--- src/source/raycastCfg.svh ---
`ifndef RAYCAST_CFG_SVH
`define RAYCAST_CFG_SVH

// map geometry, square map of MAP_SIZE tiles per side
`define MAP_SIZE      24
`define MAP_TILES     576  // MAP_SIZE * MAP_SIZE
`define MAP_ADDR_W    10
`define TILE_W        4    // zero is an empty tile

// screen
`define SCREEN_HEIGHT 240
`define HCOUNT_W      9

// unsigned 8.8 fixed point
`define FIX_W         16
`define FIX_FRAC      8

// apb address layout, tiles start at 0
`define APB_ADDR_W    12
`define APB_DATA_W    32
`define STATUS_ADDR   12'h400

`endif

--- src/source/rayPkg.sv ---
`default_nettype none

package rayPkg;

  // dda engine FSM
  typedef enum logic [2:0] {
    IDLE,        // waiting for a ray
    LOAD,        // tile coords from position
    X_STEP,      // advance one tile in x
    Y_STEP,      // advance one tile in y
    CHECK_WALL,  // wait for the tile lookup
    DIVIDE,      // line height division running
    HOLD         // result waiting for the sequencer
  } ddaState;

  // which wall face the ray crossed last
  typedef enum logic {
    SIDE_X,
    SIDE_Y
  } wallSide;

endpackage

`default_nettype wire

--- src/source/columnSequencer.sv ---
`timescale 1ns/1ps
`default_nettype none

`include "raycastCfg.svh"

module columnSequencer (
  input  logic pixel_clk_in,
  input  logic rst_in,
  // ray input
  input  logic rayValid,
  output logic rayReady,
  input  logic [`HCOUNT_W-1:0] hcount,
  input  logic stepX, stepY,
  input  logic [`FIX_W-1:0] deltaDistX, deltaDistY, posX, posY, sideDistX, sideDistY,
  // column output
  output logic colValid,
  input  logic colReady,
  output logic [`HCOUNT_W-1:0] colHcount,
  output logic [7:0] lineHeight,
  output rayPkg::wallSide colSide,
  output logic [`TILE_W-1:0] colTile,
  // engine 0
  output logic engValid0,
  input  logic engReady0,
  output logic [`HCOUNT_W-1:0] engHcount0,
  output logic engStepX0, engStepY0,
  output logic [`FIX_W-1:0] engDeltaDistX0, engDeltaDistY0, engPosX0, engPosY0,
  output logic [`FIX_W-1:0] engSideDistX0, engSideDistY0,
  input  logic resValid0,
  output logic resReady0,
  input  logic [`HCOUNT_W-1:0] resHcount0,
  input  logic [7:0] resLineHeight0,
  input  rayPkg::wallSide resSide0,
  input  logic [`TILE_W-1:0] resTile0,
  // engine 1
  output logic engValid1,
  input  logic engReady1,
  output logic [`HCOUNT_W-1:0] engHcount1,
  output logic engStepX1, engStepY1,
  output logic [`FIX_W-1:0] engDeltaDistX1, engDeltaDistY1, engPosX1, engPosY1,
  output logic [`FIX_W-1:0] engSideDistX1, engSideDistY1,
  input  logic resValid1,
  output logic resReady1,
  input  logic [`HCOUNT_W-1:0] resHcount1,
  input  logic [7:0] resLineHeight1,
  input  rayPkg::wallSide resSide1,
  input  logic [`TILE_W-1:0] resTile1
);

  logic dispPar;  // engine for the next ray
  logic collPar;  // engine whose result is due next
  logic outFree;
  logic take;

  // even rays to engine 0, odd rays to engine 1
  assign rayReady = dispPar ? engReady1 : engReady0;
  assign engValid0 = rayValid && !dispPar;
  assign engValid1 = rayValid && dispPar;
  assign {engHcount0, engStepX0, engStepY0} = {hcount, stepX, stepY};
  assign {engHcount1, engStepX1, engStepY1} = {hcount, stepX, stepY};
  assign {engDeltaDistX0, engDeltaDistY0, engPosX0, engPosY0} = {deltaDistX, deltaDistY, posX, posY};
  assign {engDeltaDistX1, engDeltaDistY1, engPosX1, engPosY1} = {deltaDistX, deltaDistY, posX, posY};
  assign {engSideDistX0, engSideDistY0} = {sideDistX, sideDistY};
  assign {engSideDistX1, engSideDistY1} = {sideDistX, sideDistY};

  // only the expected engine may hand over, keeps column order
  assign outFree = !colValid || colReady;
  assign take = outFree && (collPar ? resValid1 : resValid0);
  assign resReady0 = take && !collPar;
  assign resReady1 = take && collPar;

  always_ff @(posedge pixel_clk_in) begin
    if (rst_in) begin
      dispPar <= 1'b0;
      collPar <= 1'b0;
      colValid <= 1'b0;
    end else begin
      if (rayValid && rayReady) dispPar <= !dispPar;
      if (take) begin
        collPar <= !collPar;
        colValid <= 1'b1;
      end else if (colReady) begin
        colValid <= 1'b0;  // drained, nothing new
      end
    end
  end

  // output register, held while colReady is low
  always_ff @(posedge pixel_clk_in) begin
    if (take) begin
      colHcount <= collPar ? resHcount1 : resHcount0;
      lineHeight <= collPar ? resLineHeight1 : resLineHeight0;
      colSide <= collPar ? resSide1 : resSide0;
      colTile <= collPar ? resTile1 : resTile0;
    end
  end

endmodule

`default_nettype wire

--- config.mk ---
export PLATFORM = sky130hd
export DESIGN_NAME = columnSequencer
export DESIGN_NICKNAME = d
export VERILOG_FILES = /design/src/source/rayPkg.sv /design/src/source/columnSequencer.sv
export VERILOG_INCLUDE_DIRS = /design/src /design/src/source
export SDC_FILE = /design/constraint.sdc
export NUM_CORES = 1
export LEC_CHECK = 0
export ABC_AREA = 1
export BUFFER_PORTS_ARGS = -buffer_cell sky130_fd_sc_hd__buf_4
export CORE_AREA = 5 5 153 155
export DETAILED_ROUTE_END_ITERATION = 10
export DIE_AREA = 0 0 158 160
export HOLD_SLACK_MARGIN = 0.1
export PLACE_DENSITY = 0.39
export SYNTH_ARGS = -nofsm -noshare
export SYNTH_HDL_FRONTEND = slang
export SYNTH_SLANG_ARGS = --single-unit
--- constraint.sdc ---
create_clock -name pixel_clk_in -period 6.25 [get_ports pixel_clk_in]
set_input_delay 0.625 -clock pixel_clk_in [delete_from_list [all_inputs] [get_ports pixel_clk_in]]
set_output_delay 0.625 -clock pixel_clk_in [all_outputs]
set_load 0.02 [all_outputs]
==> parameters.txt <==
Parameter                              Value

Outcome
  Run status    completed

Synth
  Number of instances in the synthesized netlist    340
  Post-synthesis area per instance    8.11 um2
  Top cell type's share of synthesized area    58.8%
  Synth Register Bits    25
  Netlist area before placement    2760 um2
  Post-synthesis cell type with the largest combined area    sky130_fd_sc_hd__buf_4
  Count of synthesis-stage warnings from yosys    0
  Synth area leaders    sky130_fd_sc_hd__buf_4 59%, sky130_fd_sc_hd__edfxtp_1 24%, sky130_fd_sc_hd__nand2_1 10%
  Number of distinct library cells after synthesis    13
  Sequential cell area fraction in the yosys report    26.1%
  Net Count, Synth    499

Detailed routing
  Number of antenna-violating nets in the routed design    0
  Post-detailed-routing wire length    7800 um
  Total via count in the routed design    1,323
  Wire per inst    16.1 um
  Drt first pass iters    4
  Final routed DRC violation total    0
  1st-iter DRT viols    43
  Post-detailed-route via-to-cell ratio    2.73

STA
  Max_slew headroom    18.7%
  Clock skew after layout    0.00449 ns
  Final slew viol count    0
  Fin. Hold Viols    0
  Transition time of the tightest slew-check pin    1.22 ns
  Post-Route Setup TNS    0 ns
  Final critical delay including setup and external delays    2.41 ns
  Period Utilization, post-route    38.5%
  Final Setup Violations    0
  Setup repair after global routing missed its margin    no
  Min setup slack post-route    3.84 ns
  Maximum frequency from static timing analysis    416 MHz

Hold path
  Hold Startpoint    engReady1
  Worst Hold Path EP    dispPar$_SDFFE_PP0P_
  Worst hold-check path type    in2reg
  Hold Path Cell Cnt    2

Setup path
  Worst EP arrival    2.28 ns
  Crit path launch    collPar$_SDFFE_PP0P_
  Register-to-register setup slack    3.84 ns
  Path depth of the worst reg2reg path    3
  Worst R2R Start    collPar$_SDFFE_PP0P_
  Data required time of the worst path    6.12 ns
  Critical path capture point type    flip-flop
  Max FO, Critical Path    25
  Class of the most critical setup path    reg2reg
  Reg-to-reg endpoint    colHcount[0]$_DFFE_PP_
  Startpoint types    flip-flop

Power
  Static Leakage    0.967 nW
  Largest vdd supply drop    0.0828 mV
  Areal power density over the cells    221 nW/um2

Clocking
  Max Root-Sink Buffers    2
  Clock root buffer    sky130_fd_sc_hd__clkbuf_16
  Clock slew at reported path FFs    0.06 ns
  TritonCTS clock tree    done
  Buffers inserted during post-CTS setup optimization    0
  Number of sinks handled by clock tree synthesis    25
  Hold_buf cts    0
  Worst-Skew Late Latency    0.26 ns
  # H-tree levels    1
  Cts bufs inserted    3
  Number of gates resized after cts    0

Place
  Buffers added on ports    79
  Gpl congestion    0.849
  HPWL reported at the end of detailed placement    6780 um
  Worst slack at placement    3.82 ns

GRT
  First-pass GRT wire length    9650 um
  Total global-route track usage    5.28%
  Overflow left after global routing    0
  Via count of the first global-routing pass    1,310
  Number of antenna violations at the first check in global routing    0
  Largest net degree at the start of global routing    26

Floorplan
  Chip Height    160 um
  Core area    21,700 um2
  Total number of placement rows    54
  Floorplan die width    158 um
  IO Count    401
  Starting utilization of the core area    12.7%
  Floorplan die area    25,300 um2

Flow run
  Number of max-cap violations    0

Cells and area
  Layout cell share with drive strength beyond 1    43.1%
  Antenna cell count    0
  Synth-to-Final Area Change    -22.8%
  Leading cell type in the layout, fill and taps excluded    sky130_fd_sc_hd__buf_4
  Nets@finish    364
  Most used cells in the layout excluding fill and tap cells    79 x sky130_fd_sc_hd__buf_4, 76 x sky130_fd_sc_hd__nand2_1, 22 x sky130_fd_sc_hd__edfxtp_1
==> power by group <==
group | switching (mW) | internal, mW | total [mW]
clock | 0.0543 | 0.0872 | 0.141
sequential | 0.00920 | 0.206 | 0.215
combinational | 0.0626 | 0.0518 | 0.114
==> how the worst max path moves through the flow <==
| stage | slack [ns] | to | depth (start not counted) |
|---|---|---|---|
| global route | 3.67 | colHcount[3]$_DFFE_PP_ | 3 |
| global placement | 3.91 | colHcount[5]$_DFFE_PP_ | 3 |
| CTS | 3.81 | colHcount[0]$_DFFE_PP_ | 3 |
| detailed placement | 3.82 | colHcount[0]$_DFFE_PP_ | 3 |
| finish | 3.84 | colHcount[0]$_DFFE_PP_ | 3 |
| floorplan | 3.91 | colHcount[0]$_DFFE_PP_ | 4 |
==> layer usage <==
metal  vias to the layer above  GRT usage [%]  wire, um
li1                        545              -         -
met1                       484           3.74      1840
met2                       261           7.64      3160
met3                        33           6.25      2380
met4                         0           3.68       421
met5                         -          0.794         0
==> logic make-up (layout without fill, tap and decap cells) <==
| group | after synthesis | after routing | synth area share [%] |
|---|---|---|---|
| AO/OA/AOI/OAI | 3 | 3 | 0.545 |
| buffers and inverters | 229 | 93 | 61.5 |
| flip-flops | 25 | 25 | 26.1 |
| AND/OR/NAND/NOR | 83 | 83 | 11.8 |
==> registers in the layout (all words and copies together) (netlist names) <==
name,flops
collPar,1
colValid,1
colTile,4
dispPar,1
colHcount,9
colSide,1
lineHeight,8
==> stage by stage <==
step / cells / instance area (um2) / power (mW) / util [%] / hold slack (ns)
after floorplan: 340 / 2760 / 0.474 / - / 0.537
after global placement: 480 / 2050 / 0.336 / 9.44 / 0.568
after detailed placement: 480 / 2050 / 0.335 / 9.44 / 0.582
after CTS: 484 / 2130 / 0.480 / 9.81 / 0.528
after global routing: 484 / 2130 / 0.495 / 9.81 / 0.529
final: 484 / 2130 / 0.471 / 9.81 / 0.535
==> synth_stat cells (all sizes together) <==
cell	n
nand3	1
inv	10
nand2	79
dfxtp	3
buf	219
edfxtp	22
nor2	3
a21oi	3
==> layout make-up <==
class,count,area [um2]
fillers,2513,19600
inverters,10,40.0
flip-flops and latches,25,721
well taps,280,350
multi-input cells,86,344
clock buffers,4,78.8
repair buffers,79,593
==> worst max-delay path: stages, from the launching register on <==
cell and delay (ns):
sky130_fd_sc_hd__dfxtp_1 0.60, sky130_fd_sc_hd__inv_4 0.34, sky130_fd_sc_hd__nand2_2 0.11, sky130_fd_sc_hd__a21oi_2 0.96
(Power assumes the default switching activity.)
