## config.mk

```make
export PLATFORM = sky130hd
export DESIGN_NAME = ddaEngine
export DESIGN_NICKNAME = d
export VERILOG_FILES = /design/src/source/rayPkg.sv /design/src/source/fixedDivider.sv /design/src/source/ddaEngine.sv
export VERILOG_INCLUDE_DIRS = /design/src /design/src/source
export SDC_FILE = /design/constraint.sdc
export NUM_CORES = 1
export LEC_CHECK = 0
export BUFFER_PORTS_ARGS = -buffer_cell sky130_fd_sc_hd__buf_4
export CORE_MARGIN = 1.5
export CORE_UTILIZATION = 25
export CTS_CLUSTER_SIZE = 8
export DETAILED_ROUTE_END_ITERATION = 6
export PLACE_DENSITY = 0.48
export SYNTH_ARGS = -nofsm -noshare
export SYNTH_HDL_FRONTEND = slang
export SYNTH_HIERARCHICAL = 1
export SYNTH_SLANG_ARGS = --single-unit
export TNS_END_PERCENT = 100
```

## constraint.sdc

```tcl
create_clock -name pixel_clk_in -period 3.9 [get_ports pixel_clk_in]
set_input_delay 0.39 -clock pixel_clk_in [delete_from_list [all_inputs] [get_ports pixel_clk_in]]
set_output_delay 0.39 -clock pixel_clk_in [all_outputs]
set_load 0.05 [all_outputs]
```

## src/source/raycastCfg.svh

```systemverilog
`ifndef RAYCAST_CFG_SVH
`define RAYCAST_CFG_SVH

// map geometry, square map of MAP_SIZE tiles per side
`define MAP_SIZE      24
`define MAP_TILES     576  // MAP_SIZE * MAP_SIZE
`define MAP_ADDR_W    10
`define TILE_W        4    // zero is an empty tile

// screen
`define SCREEN_HEIGHT 240
`define HCOUNT_W      9

// unsigned 8.8 fixed point
`define FIX_W         16
`define FIX_FRAC      8

// apb address layout, tiles start at 0
`define APB_ADDR_W    12
`define APB_DATA_W    32
`define STATUS_ADDR   12'h400

`endif

```

## src/source/rayPkg.sv

```systemverilog
`default_nettype none

package rayPkg;

  // dda engine FSM
  typedef enum logic [2:0] {
    IDLE,        // waiting for a ray
    LOAD,        // tile coords from position
    X_STEP,      // advance one tile in x
    Y_STEP,      // advance one tile in y
    CHECK_WALL,  // wait for the tile lookup
    DIVIDE,      // line height division running
    HOLD         // result waiting for the sequencer
  } ddaState;

  // which wall face the ray crossed last
  typedef enum logic {
    SIDE_X,
    SIDE_Y
  } wallSide;

endpackage

`default_nettype wire

```

## src/source/fixedDivider.sv

```systemverilog
`timescale 1ns/1ps
`default_nettype none

`include "raycastCfg.svh"

module fixedDivider (
  input  logic pixel_clk_in,
  input  logic rst_in,
  input  logic start,
  input  logic [`FIX_W-1:0] numerator,
  input  logic [`FIX_W-1:0] denominator,
  output logic [`FIX_W-1:0] quotient,
  output logic done,
  output logic ovf
);

  localparam int quoW = `FIX_W + `FIX_FRAC;  // dividend is numerator << FIX_FRAC

  logic [quoW-1:0] quoReg;
  logic [quoW-1:0] quoSrc;
  logic [quoW-1:0] quoNext;
  logic [`FIX_W-1:0] remReg;
  logic [`FIX_W-1:0] remSrc;
  logic [`FIX_W-1:0] remNext;
  logic [`FIX_W-1:0] denReg;
  logic [`FIX_W-1:0] denSrc;
  logic [`FIX_W:0] trial;     // shifted remainder, one bit wider
  logic [`FIX_W:0] diff;
  logic [4:0] iter;           // iterations done so far
  logic running;

  // one restoring step, first step runs straight off the inputs
  always_comb begin
    remSrc = start ? '0 : remReg;
    quoSrc = start ? {numerator, {`FIX_FRAC{1'b0}}} : quoReg;
    denSrc = start ? denominator : denReg;
    trial = {remSrc, quoSrc[quoW-1]};
    diff = trial - {1'b0, denSrc};
    if (trial >= {1'b0, denSrc}) begin
      remNext = diff[`FIX_W-1:0];          // fits, keep the difference
      quoNext = {quoSrc[quoW-2:0], 1'b1};
    end else begin
      remNext = trial[`FIX_W-1:0];
      quoNext = {quoSrc[quoW-2:0], 1'b0};
    end
  end

  always_ff @(posedge pixel_clk_in) begin
    if (rst_in) begin
      running <= 1'b0;
      done <= 1'b0;
      iter <= '0;
    end else begin
      done <= 1'b0;
      if (start) begin
        running <= 1'b1;
        iter <= 5'd1;
      end else if (running) begin
        iter <= iter + 5'd1;
        if (iter == 5'(quoW - 1)) begin  // last quotient bit this cycle
          running <= 1'b0;
          done <= 1'b1;
        end
      end
    end
  end

  always_ff @(posedge pixel_clk_in) begin
    if (start || running) begin
      remReg <= remNext;
      quoReg <= quoNext;
    end
    if (start) denReg <= denominator;
  end

  assign quotient = quoReg[`FIX_W-1:0];
  // zero divisor or integer part wider than 8 bits
  assign ovf = (denReg == '0) || (|quoReg[quoW-1:`FIX_W]);

endmodule

`default_nettype wire

```

## src/source/ddaEngine.sv

```systemverilog
`timescale 1ns/1ps
`default_nettype none

`include "raycastCfg.svh"

module ddaEngine (
  input  logic pixel_clk_in,
  input  logic rst_in,
  input  logic engValid,
  output logic engReady,
  input  logic [`HCOUNT_W-1:0] hcount,
  input  logic stepX,             // 1 -> +1, 0 -> -1
  input  logic stepY,
  input  logic [`FIX_W-1:0] deltaDistX,
  input  logic [`FIX_W-1:0] deltaDistY,
  input  logic [`FIX_W-1:0] posX,
  input  logic [`FIX_W-1:0] posY,
  input  logic [`FIX_W-1:0] sideDistX,
  input  logic [`FIX_W-1:0] sideDistY,
  output logic [`MAP_ADDR_W-1:0] mapAddr,
  output logic mapReq,
  input  logic [`TILE_W-1:0] mapTile,
  input  logic mapTileValid,
  output logic resValid,
  input  logic resReady,
  output logic [`HCOUNT_W-1:0] resHcount,
  output logic [7:0] lineHeight,
  output rayPkg::wallSide resSide,
  output logic [`TILE_W-1:0] resTile,
  output logic busy
);

  import rayPkg::*;

  localparam int coordW = `FIX_W - `FIX_FRAC;                 // integer part of a position
  localparam logic [`FIX_W-1:0] heightFix = `SCREEN_HEIGHT << `FIX_FRAC;  // 240.0
  localparam logic [7:0] heightClamp = `SCREEN_HEIGHT;
  localparam logic [`MAP_ADDR_W-1:0] rowPitch = `MAP_SIZE;

  ddaState state;
  ddaState stepState;
  logic rayStepX;
  logic rayStepY;
  logic [`FIX_W-1:0] rayDeltaX;
  logic [`FIX_W-1:0] rayDeltaY;
  logic [`FIX_W-1:0] rayPosX;
  logic [`FIX_W-1:0] rayPosY;
  logic [`FIX_W-1:0] sideX;      // running side distances
  logic [`FIX_W-1:0] sideY;
  logic [coordW-1:0] mapX;
  logic [coordW-1:0] mapY;
  logic [coordW-1:0] nextX;
  logic [coordW-1:0] nextY;
  logic divStart;
  logic divDone;
  logic divOvf;
  logic [`FIX_W-1:0] divDen;     // perpendicular wall distance
  logic [`FIX_W-1:0] divQuot;
  logic [coordW-1:0] quotInt;

  // tile index = x + y * MAP_SIZE
  function automatic logic [`MAP_ADDR_W-1:0] tileIndex(input logic [coordW-1:0] x,
                                                        input logic [coordW-1:0] y);
    logic [`MAP_ADDR_W-1:0] xa;
    logic [`MAP_ADDR_W-1:0] ya;
    xa = x;
    ya = y;
    return xa + ya * rowPitch;
  endfunction

  assign nextX = rayStepX ? mapX + 1'b1 : mapX - 1'b1;
  assign nextY = rayStepY ? mapY + 1'b1 : mapY - 1'b1;
  assign stepState = (sideX < sideY) ? X_STEP : Y_STEP;  // ties go to y
  assign quotInt = divQuot[`FIX_W-1:`FIX_FRAC];
  assign busy = (state != IDLE);

  always_ff @(posedge pixel_clk_in) begin
    if (rst_in) begin
      state <= IDLE;
      engReady <= 1'b0;  // rises on the first cycle out of reset
      resValid <= 1'b0;
      mapReq <= 1'b0;
      divStart <= 1'b0;
    end else begin
      mapReq <= 1'b0;    // both are single-cycle pulses
      divStart <= 1'b0;
      case (state)
        IDLE: begin
          if (engValid && engReady) begin
            engReady <= 1'b0;
            resHcount <= hcount;  // ray captured on accept, source may move on
            rayStepX <= stepX;
            rayStepY <= stepY;
            rayDeltaX <= deltaDistX;
            rayDeltaY <= deltaDistY;
            rayPosX <= posX;
            rayPosY <= posY;
            sideX <= sideDistX;
            sideY <= sideDistY;
            state <= LOAD;
          end else begin
            engReady <= 1'b1;
          end
        end
        LOAD: begin
          mapX <= rayPosX[`FIX_W-1:`FIX_FRAC];  // start tile holds the player
          mapY <= rayPosY[`FIX_W-1:`FIX_FRAC];
          state <= stepState;
        end
        X_STEP: begin
          sideX <= sideX + rayDeltaX;
          mapX <= nextX;
          resSide <= SIDE_X;
          mapAddr <= tileIndex(nextX, mapY);
          mapReq <= 1'b1;
          state <= CHECK_WALL;
        end
        Y_STEP: begin
          sideY <= sideY + rayDeltaY;
          mapY <= nextY;
          resSide <= SIDE_Y;
          mapAddr <= tileIndex(mapX, nextY);
          mapReq <= 1'b1;
          state <= CHECK_WALL;
        end
        CHECK_WALL: begin
          if (mapTileValid) begin  // tile arrives one cycle after the request
            if (mapTile != '0) begin
              resTile <= mapTile;
              // step back one delta to get the distance to the face that was hit
              divDen <= (resSide == SIDE_X) ? sideX - rayDeltaX : sideY - rayDeltaY;
              divStart <= 1'b1;
              state <= DIVIDE;
            end else begin
              state <= stepState;
            end
          end
        end
        DIVIDE: begin
          if (divDone) begin
            // very close walls overflow, clamp to full screen
            lineHeight <= (divOvf || quotInt >= heightClamp) ? heightClamp : quotInt;
            resValid <= 1'b1;
            state <= HOLD;
          end
        end
        HOLD: begin
          if (resReady) begin
            resValid <= 1'b0;
            engReady <= 1'b1;
            state <= IDLE;
          end
        end
        default: state <= IDLE;
      endcase
    end
  end

  fixedDivider divider (
    .pixel_clk_in(pixel_clk_in),
    .rst_in(rst_in),
    .start(divStart),
    .numerator(heightFix),
    .denominator(divDen),
    .quotient(divQuot),
    .done(divDone),
    .ovf(divOvf)
  );

endmodule

`default_nettype wire

```

==> metrics.csv, run 1 <==
stage,metric,value,unit
route,Starting DRT DRC Count,483,
sta,minimum clock period,3.751,ns
run_status,status,"finished, final reports clean",
pwr,leak pwr,7.075,nW
worst_setup_path,worst reg-to-reg setup slack,0.15,ns
synth,Yosys Warn Count,6,
flow_run,Max Cap Viol,0,
layout,final instance area,17460,um^2
hold_path,WHS Endpoint,sideY[7],
clocking,clock latency on the worst-skew pair,0.58,ns
synth,Post-Syn Instances,1299,
sta,fin crit share,96.18,%
layout,Final nets,1779,
hold_path,Hold Path Class,input pin to flop,
worst_setup_path,Crit Path Max Fanout,4,
route,DR vias,10040,
worst_setup_path,element type at the critical path start,flop,
placement,final RePlAce weighted congestion,0.8255,
hold_path,Hold Crit Depth,3,
route,drt pass-1 iters,4,
layout,share of post-route cells with drive strength above 1,20.08,%
worst_setup_path,CP peak stage delay,0.44,ns
global_routing,Total GRT Usage,12.12,%
clocking,clock-pin slew on the worst setup and hold paths,0.05,ns
sta,clock skew,0.01742,ns
die,initial core utilization,25.35,%
worst_setup_path,R2R Path Start,mapY[2],
global_routing,vias in the first global route,10390,
sta,fmax,266.6,MHz
layout,Diodes inserted,0,
worst_setup_path,Worst Setup SP,mapY[2],
sta,Pins Over Slew Limit,0,
die,num rows,85,
worst_setup_path,"Slowest-stage cell, CP",edfxtp_1,
global_routing,largest net degree at the start of global routing,44,
synth,syn_area_per_cell,10.52,um^2
worst_setup_path,CP Class,flop to flop,
clocking,clock sinks,214,
layout,multi-input logic area,7107,um^2
global_routing,first-pass GRT wire length,54.84,mm
sta,Slew @ Worst Pin,1.090,ns
route,vias per cell,4.462,
placement,DPL Wire Length,25.50,mm
route,WL/cell,15.22,um
die,Die W,236.8,um
die,Die Ht,236.8,um
worst_setup_path,CP Cell Sequence,"ha_4, nand3_2, and3_4, or2_4, inv_4, ha_4, a21oi_4, nand2_2, xor2_2, ha_1, a21o_1, a31o_4, and3_4, a211oi_4, xor2_1, xnor2_1, o21ai_1",
worst_setup_path,CP arrival,4.06,ns
worst_setup_path,worst reg-to-reg path cell count,17,
sta,# setup viols final,0,
placement,# port buffers,134,
layout,Register Area,6127,um^2
route,Post-DRT Antenna Nets,0,
die,total die area,56090,um^2
pwr,Max VDD drop,371.0,uV
layout,Filler Cells Inserted,5421,
clocking,CTS Buffer Depth,3,
worst_setup_path,Worst path top cell family by delay,adder cells,
worst_setup_path,"Req. time, crit path",4.21,ns
worst_setup_path,CP Capture Type,flop,
clocking,TritonCTS buffer count,31,
route,drt total wl,34.24,mm
layout,final core utilization,32.38,%
clocking,TritonCTS clock tree,built,
hold_path,HP Start,sideDistY[7],
synth,Mapped Area,13670,um^2
die,total core area,53920,um^2
sta,Rel. slew slack,26.78,%
global_routing,initial antenna violation count,0,
sta,final hold viol count,0,
worst_setup_path,CP bufs+invs,1,
pwr,Cell Pwr Density,612.3,nW/um^2
worst_setup_path,RR Endpoint,mapAddr[9],
route,# DRC,0,
placement,placed inst area,15700,um^2
global_routing,grt ovf,0,
clocking,Root Driver,clkbuf_16,
die,io pins,152,
clocking,htree depth,1,
layout,area grow syn2layout,27.73,%
cell type report:
class / instances / area share [%]
multi-input combinational: 930 / 40.70
sequential: 214 / 35.09
timing repair buffer: 239 / 11.39
clock buffer: 56 / 5.095
tap: 696 / 4.987
inverter: 113 / 2.444
clock inverter: 2 / 0.2866
cell usage in the layout, fill, tap and decap left out, types with 5 or more instances in the layout:
cell type      instances
edfxtp_1             184
buf_4                173
ha_1                 119
inv_1                100
nand2_1               89
nor2_1                75
xnor2_1               73
a21oi_1               70
dlygate4sd3_1         63
o21ai_1               55
nor2b_1               38
mux2i_1               31
clkbuf_16             31
nor3_1                30
dfxtp_1               29
mux2_2                28
o21ai_0               26
xor2_1                23
clkbuf_1              23
a21o_1                19
conb_1                16
nor4_1                15
nand3_1               14
nand2b_1              13
inv_2                 12
o21a_1                11
o21bai_1              11
o211ai_1              10
fa_1                   9
or2_2                  8
nand4_1                8
a31oi_1                7
a211oi_1               7
and2_1                 7
mux2_4                 7
nor3b_1                6
and3_1                 5
tightest hold or removal path, delay by kind of cell:
family	cells	cell delay, ns
and+or+nand+nor	1	0.04
buffers and inverters	1	0.08
AOI/OAI and AO/OA	1	0.06
metal layers:
metal,vias up,part of all wire [%],global-route usage [%],wire length (um)
met1,4738,47,15.73,16060
met5,-,0,0,0
met4,0,2.5,3.710,867
li1,5100,-,-,-
met3,52,3.5,1.842,1198
met2,150,47,20.69,16110
through the flow:
step           power, mW  setup slack [ns]  setup TNS, ns  hold WS (ns)  instances
6_report           10.69            0.1490              0       0.09480       2250
3_5_place_dp       7.861          -0.04086       -0.04086        0.4807       2125
3_3_place_gp       7.810         -0.003494      -0.003494        0.4803       2125
5_1_grt            11.48         -0.008330      -0.008330       0.09399       2250
4_1_cts            10.65         0.0009077              0       0.06222       2246
2_1_floorplan      6.613           0.01074              0        0.4514       1313
registers in the layout (all words and copies together) (netlist names), 3 cells and up:
register,cells
divider/remReg,16
rayDeltaX,16
divider/iter,5
divider/quoReg,24
lineHeight,8
rayPosY,7
rayPosX,8
resHcount,9
mapY,7
divDen,16
state,3
mapAddr,10
resTile,4
sideY,16
rayDeltaY,16
divider/denReg,16
mapX,8
sideX,16
how the worst max path moves through the flow:
stage                            end  cells after the start
after floorplan           mapAddr[9]                     19
after global placement    mapAddr[9]                     15
after detailed placement  mapAddr[9]                     17
after CTS                 mapAddr[9]                     17
after global routing      mapAddr[9]                     17
final                     mapAddr[9]                     17
where the power goes:
group,total (mW),switching (mW),leakage (nW),internal [mW]
clock,2.62,1.03,0.447,1.59
sequential,3.18,0.216,1.91,2.96
combinational,4.89,2.66,4.71,2.23
repair_timing:
| action | 4_1_cts | 5_1_grt |
|---|---|---|
| cloned | 0 | 0 |
| buffers inserted | 0 | 4 |
| hold buffers | 63 | 0 |
| setup endpoints to repair | 1 | 1 |
| endpoints found under the hold margin | 63 | 0 |
| gates resized for setup | 4 | 23 |
| pin swaps | 5 | 11 |
Power figures use the tool's default switching activity.
==> inputs of run 2 (changes only) <==
--- a/config.mk
+++ b/config.mk
@@ -12,6 +12,7 @@
 export CTS_CLUSTER_SIZE = 8
 export DETAILED_ROUTE_END_ITERATION = 6
 export PLACE_DENSITY = 0.48
+export REMOVE_ABC_BUFFERS = 1
 export SYNTH_ARGS = -nofsm -noshare
 export SYNTH_HDL_FRONTEND = slang
 export SYNTH_HIERARCHICAL = 1
==> run 2 against run 1 <==
Against the previous run:
- routed wire length is 1.1% lower
- core utilization shrank 0.98 points
- flip-flop and latch count unchanged
- clock skew grew 0.0071 ns
- largest cell class unchanged
- highest routed layer unchanged
==> metrics.csv, run 2 (synthesis results as in run 1) <==
stage,metric,value,unit,change
sta,fmax,266.2,MHz,was 266.6 MHz
sta,Rel. slew slack,25.42,%,was 26.78%
clocking,TritonCTS buffer count,34,,was 31
worst_setup_path,CP Class,flop to flop,,unchanged
layout,Register Area,6127,um^2,unchanged
route,# DRC,0,,unchanged
layout,final core utilization,31.40,%,was 32.38%
global_routing,initial antenna violation count,0,,unchanged
clocking,htree depth,2,,was 1
route,drt pass-1 iters,4,,unchanged
die,num rows,85,,unchanged
layout,max reg flops,24,,unchanged
layout,multi-input logic area,7054,um^2,was 7107 um^2
global_routing,Total GRT Usage,12.04,%,was 12.12%
pwr,leak pwr,6.885,nW,was 7.075 nW
worst_setup_path,CP arrival,4.00,ns,was 4.06 ns
layout,fin cells,2188,,was 2250
hold_path,Hold Path Class,input pin to flop,,unchanged
sta,setup TNS,0,ns,unchanged
worst_setup_path,element type at the critical path start,flop,,unchanged
die,Die W,236.8,um,unchanged
placement,# port buffers,134,,unchanged
route,DR vias,9746,,was 10.04k
layout,final instance area,16930,um^2,was 17460 um^2
global_routing,grt ovf,0,,unchanged
worst_setup_path,Worst Setup SP,mapY[2],,unchanged
sta,Pins Over Slew Limit,0,,unchanged
worst_setup_path,"Req. time, crit path",4.15,ns,was 4.21 ns
route,drt total wl,33.87,mm,was 34.24 mm
worst_setup_path,R2R Path Start,mapY[2],,unchanged
layout,area grow syn2layout,23.85,%,was 27.73%
route,vias per cell,4.454,,was 4.462
layout,Biggest register,divider/quoReg,,unchanged
die,initial core utilization,25.35,%,unchanged
worst_setup_path,Crit Path Max Fanout,5,,was 4
sta,fin crit share,96.32,%,was 96.18%
placement,placed inst area,15700,um^2,about the same
clocking,clock sinks,214,,unchanged
global_routing,first-pass GRT wire length,53.39,mm,was 54.84 mm
run_status,status,"finished, final reports clean",,unchanged
die,total die area,56090,um^2,unchanged
placement,DPL Wire Length,25.16,mm,was 25.50 mm
die,total core area,53920,um^2,unchanged
route,Starting DRT DRC Count,429,,was 483
hold_path,HP Start,deltaDistY[0],,was sideDistY[7]
layout,Final nets,1722,,was 1779
worst_setup_path,CP Capture Type,flop,,unchanged
worst_setup_path,worst reg-to-reg path cell count,17,,unchanged
hold_path,Hold Crit Depth,1,,was 3
layout,"commonest non-fill, non-tap cell in the layout",edfxtp_1,,unchanged
route,WL/cell,15.48,um,was 15.22 um
route,Post-DRT Antenna Nets,0,,unchanged
layout,Diodes inserted,0,,unchanged
layout,share of post-route cells with drive strength above 1,20.98,%,was 20.08%
clocking,CTS Buffer Depth,3,,unchanged
sta,clock skew,0.02449,ns,was 0.01742 ns
placement,final RePlAce weighted congestion,0.8314,,was 0.8255
layout,Filler Cells Inserted,5525,,was 5421
pwr,Tot Pwr,10.92,mW,was 10.69 mW
sta,minimum clock period,3.757,ns,was 3.751 ns
clocking,clock latency on the worst-skew pair,0.53,ns,was 0.58 ns
global_routing,vias in the first global route,10050,,was 10.39k
sta,# setup viols final,0,,unchanged
pwr,Max VDD drop,267.3,uV,was 371.0 uV
layout,most frequent cells in the layout,"edfxtp_1, buf_4, ha_1",,unchanged
pwr,Cell Pwr Density,645.2,nW/um^2,was 612.3 nW/um^2
clocking,TritonCTS clock tree,built,,unchanged
flow_run,Max Cap Viol,0,,unchanged
die,Die Ht,236.8,um,unchanged
global_routing,largest net degree at the start of global routing,60,,was 44
sta,final hold viol count,0,,unchanged
clocking,clock-pin slew on the worst setup and hold paths,0.05,ns,about the same
sta,Slew @ Worst Pin,1.119,ns,was 1.090 ns
clocking,Root Driver,clkbuf_16,,unchanged
placement,Inst Count DP,2128,,was 2125
die,io pins,152,,unchanged
## run 2: cell count changes in the layout (fill, tap and decap cells not counted), sizes merged
cell / previous run / this run
bufinv: 1 / 3
inv: 114 / 113
clkinv: 0 / 1
buf: 176 / 177
clkbuf: 56 / 52
dlygate4sd3: 63 / 2
## run 2: final cells by class
class                      count  share of cell area [%]
clock buffer                  52                   5.801
multi-input combinational    930                   41.67
timing repair buffer         179                   8.115
tap                          696                   5.144
clock inverter                 4                  0.5617
inverter                     113                   2.520
sequential                   214                   36.19
## run 2: what timing repair did
| action | 4_1_cts | 5_1_grt |
|---|---|---|
| endpoints found under the setup margin | 1 | 1 |
| gates resized for setup | 5 | 16 |
| buffers inserted | 0 | 2 |
| cloned | 0 | 0 |
| pin swaps | 1 | 9 |
| hold buffers | 2 | 0 |
| endpoints found under the hold margin | 2 | 0 |
## run 2: final timing paths
kind	endpoint	slack, ns
setup reg to reg	mapAddr[9]	0.14
hold reg to reg	divider/denReg[10]	0.49
hold / removal	rayDeltaY[0]	0.04
setup / recovery	mapAddr[9]	0.14
## run 2: layer usage
metal  track usage, %  share of wire [%]  up-vias
li1                 -                  -     4986
met3            2.425                3.6       41
met2            19.93                 46      150
met5                0                  0        -
met1            15.55                 48     4569
met4            4.254                2.5        0
## run 2: critical path: stages (launching register included)
cell and delay (ns):
edfxtp_1 0.42, ha_4 0.31, nand3_1 0.11, and3_4 0.19, or2_4 0.27, buf_4 0.16
and3_4 0.16, o21ai_2 0.15, nand2_2 0.09, xor2_2 0.16, ha_1 0.32, a21o_1 0.17
a31o_4 0.22, and3_1 0.19, a211oi_2 0.20, xor2_1 0.19, xnor2_1 0.13, o21ai_1 0.06
## run 2: where the power goes
part           total [mW]  internal, mW  switching (mW)
Sequential           3.16          2.96           0.203
Clock                2.98          1.92            1.06
Combinational        4.78          2.15            2.63
Total                10.9          7.02            3.90
## run 2: metrics by stage
step           setup WS [ns]  hold slack (ns)
4_1_cts             0.004379        0.0002233
3_5_place_dp         -0.1004           0.4872
6_report              0.1435          0.03838
5_1_grt             -0.03733         0.005612
2_1_floorplan        -0.1466           0.4514
3_3_place_gp        -0.04781           0.4842
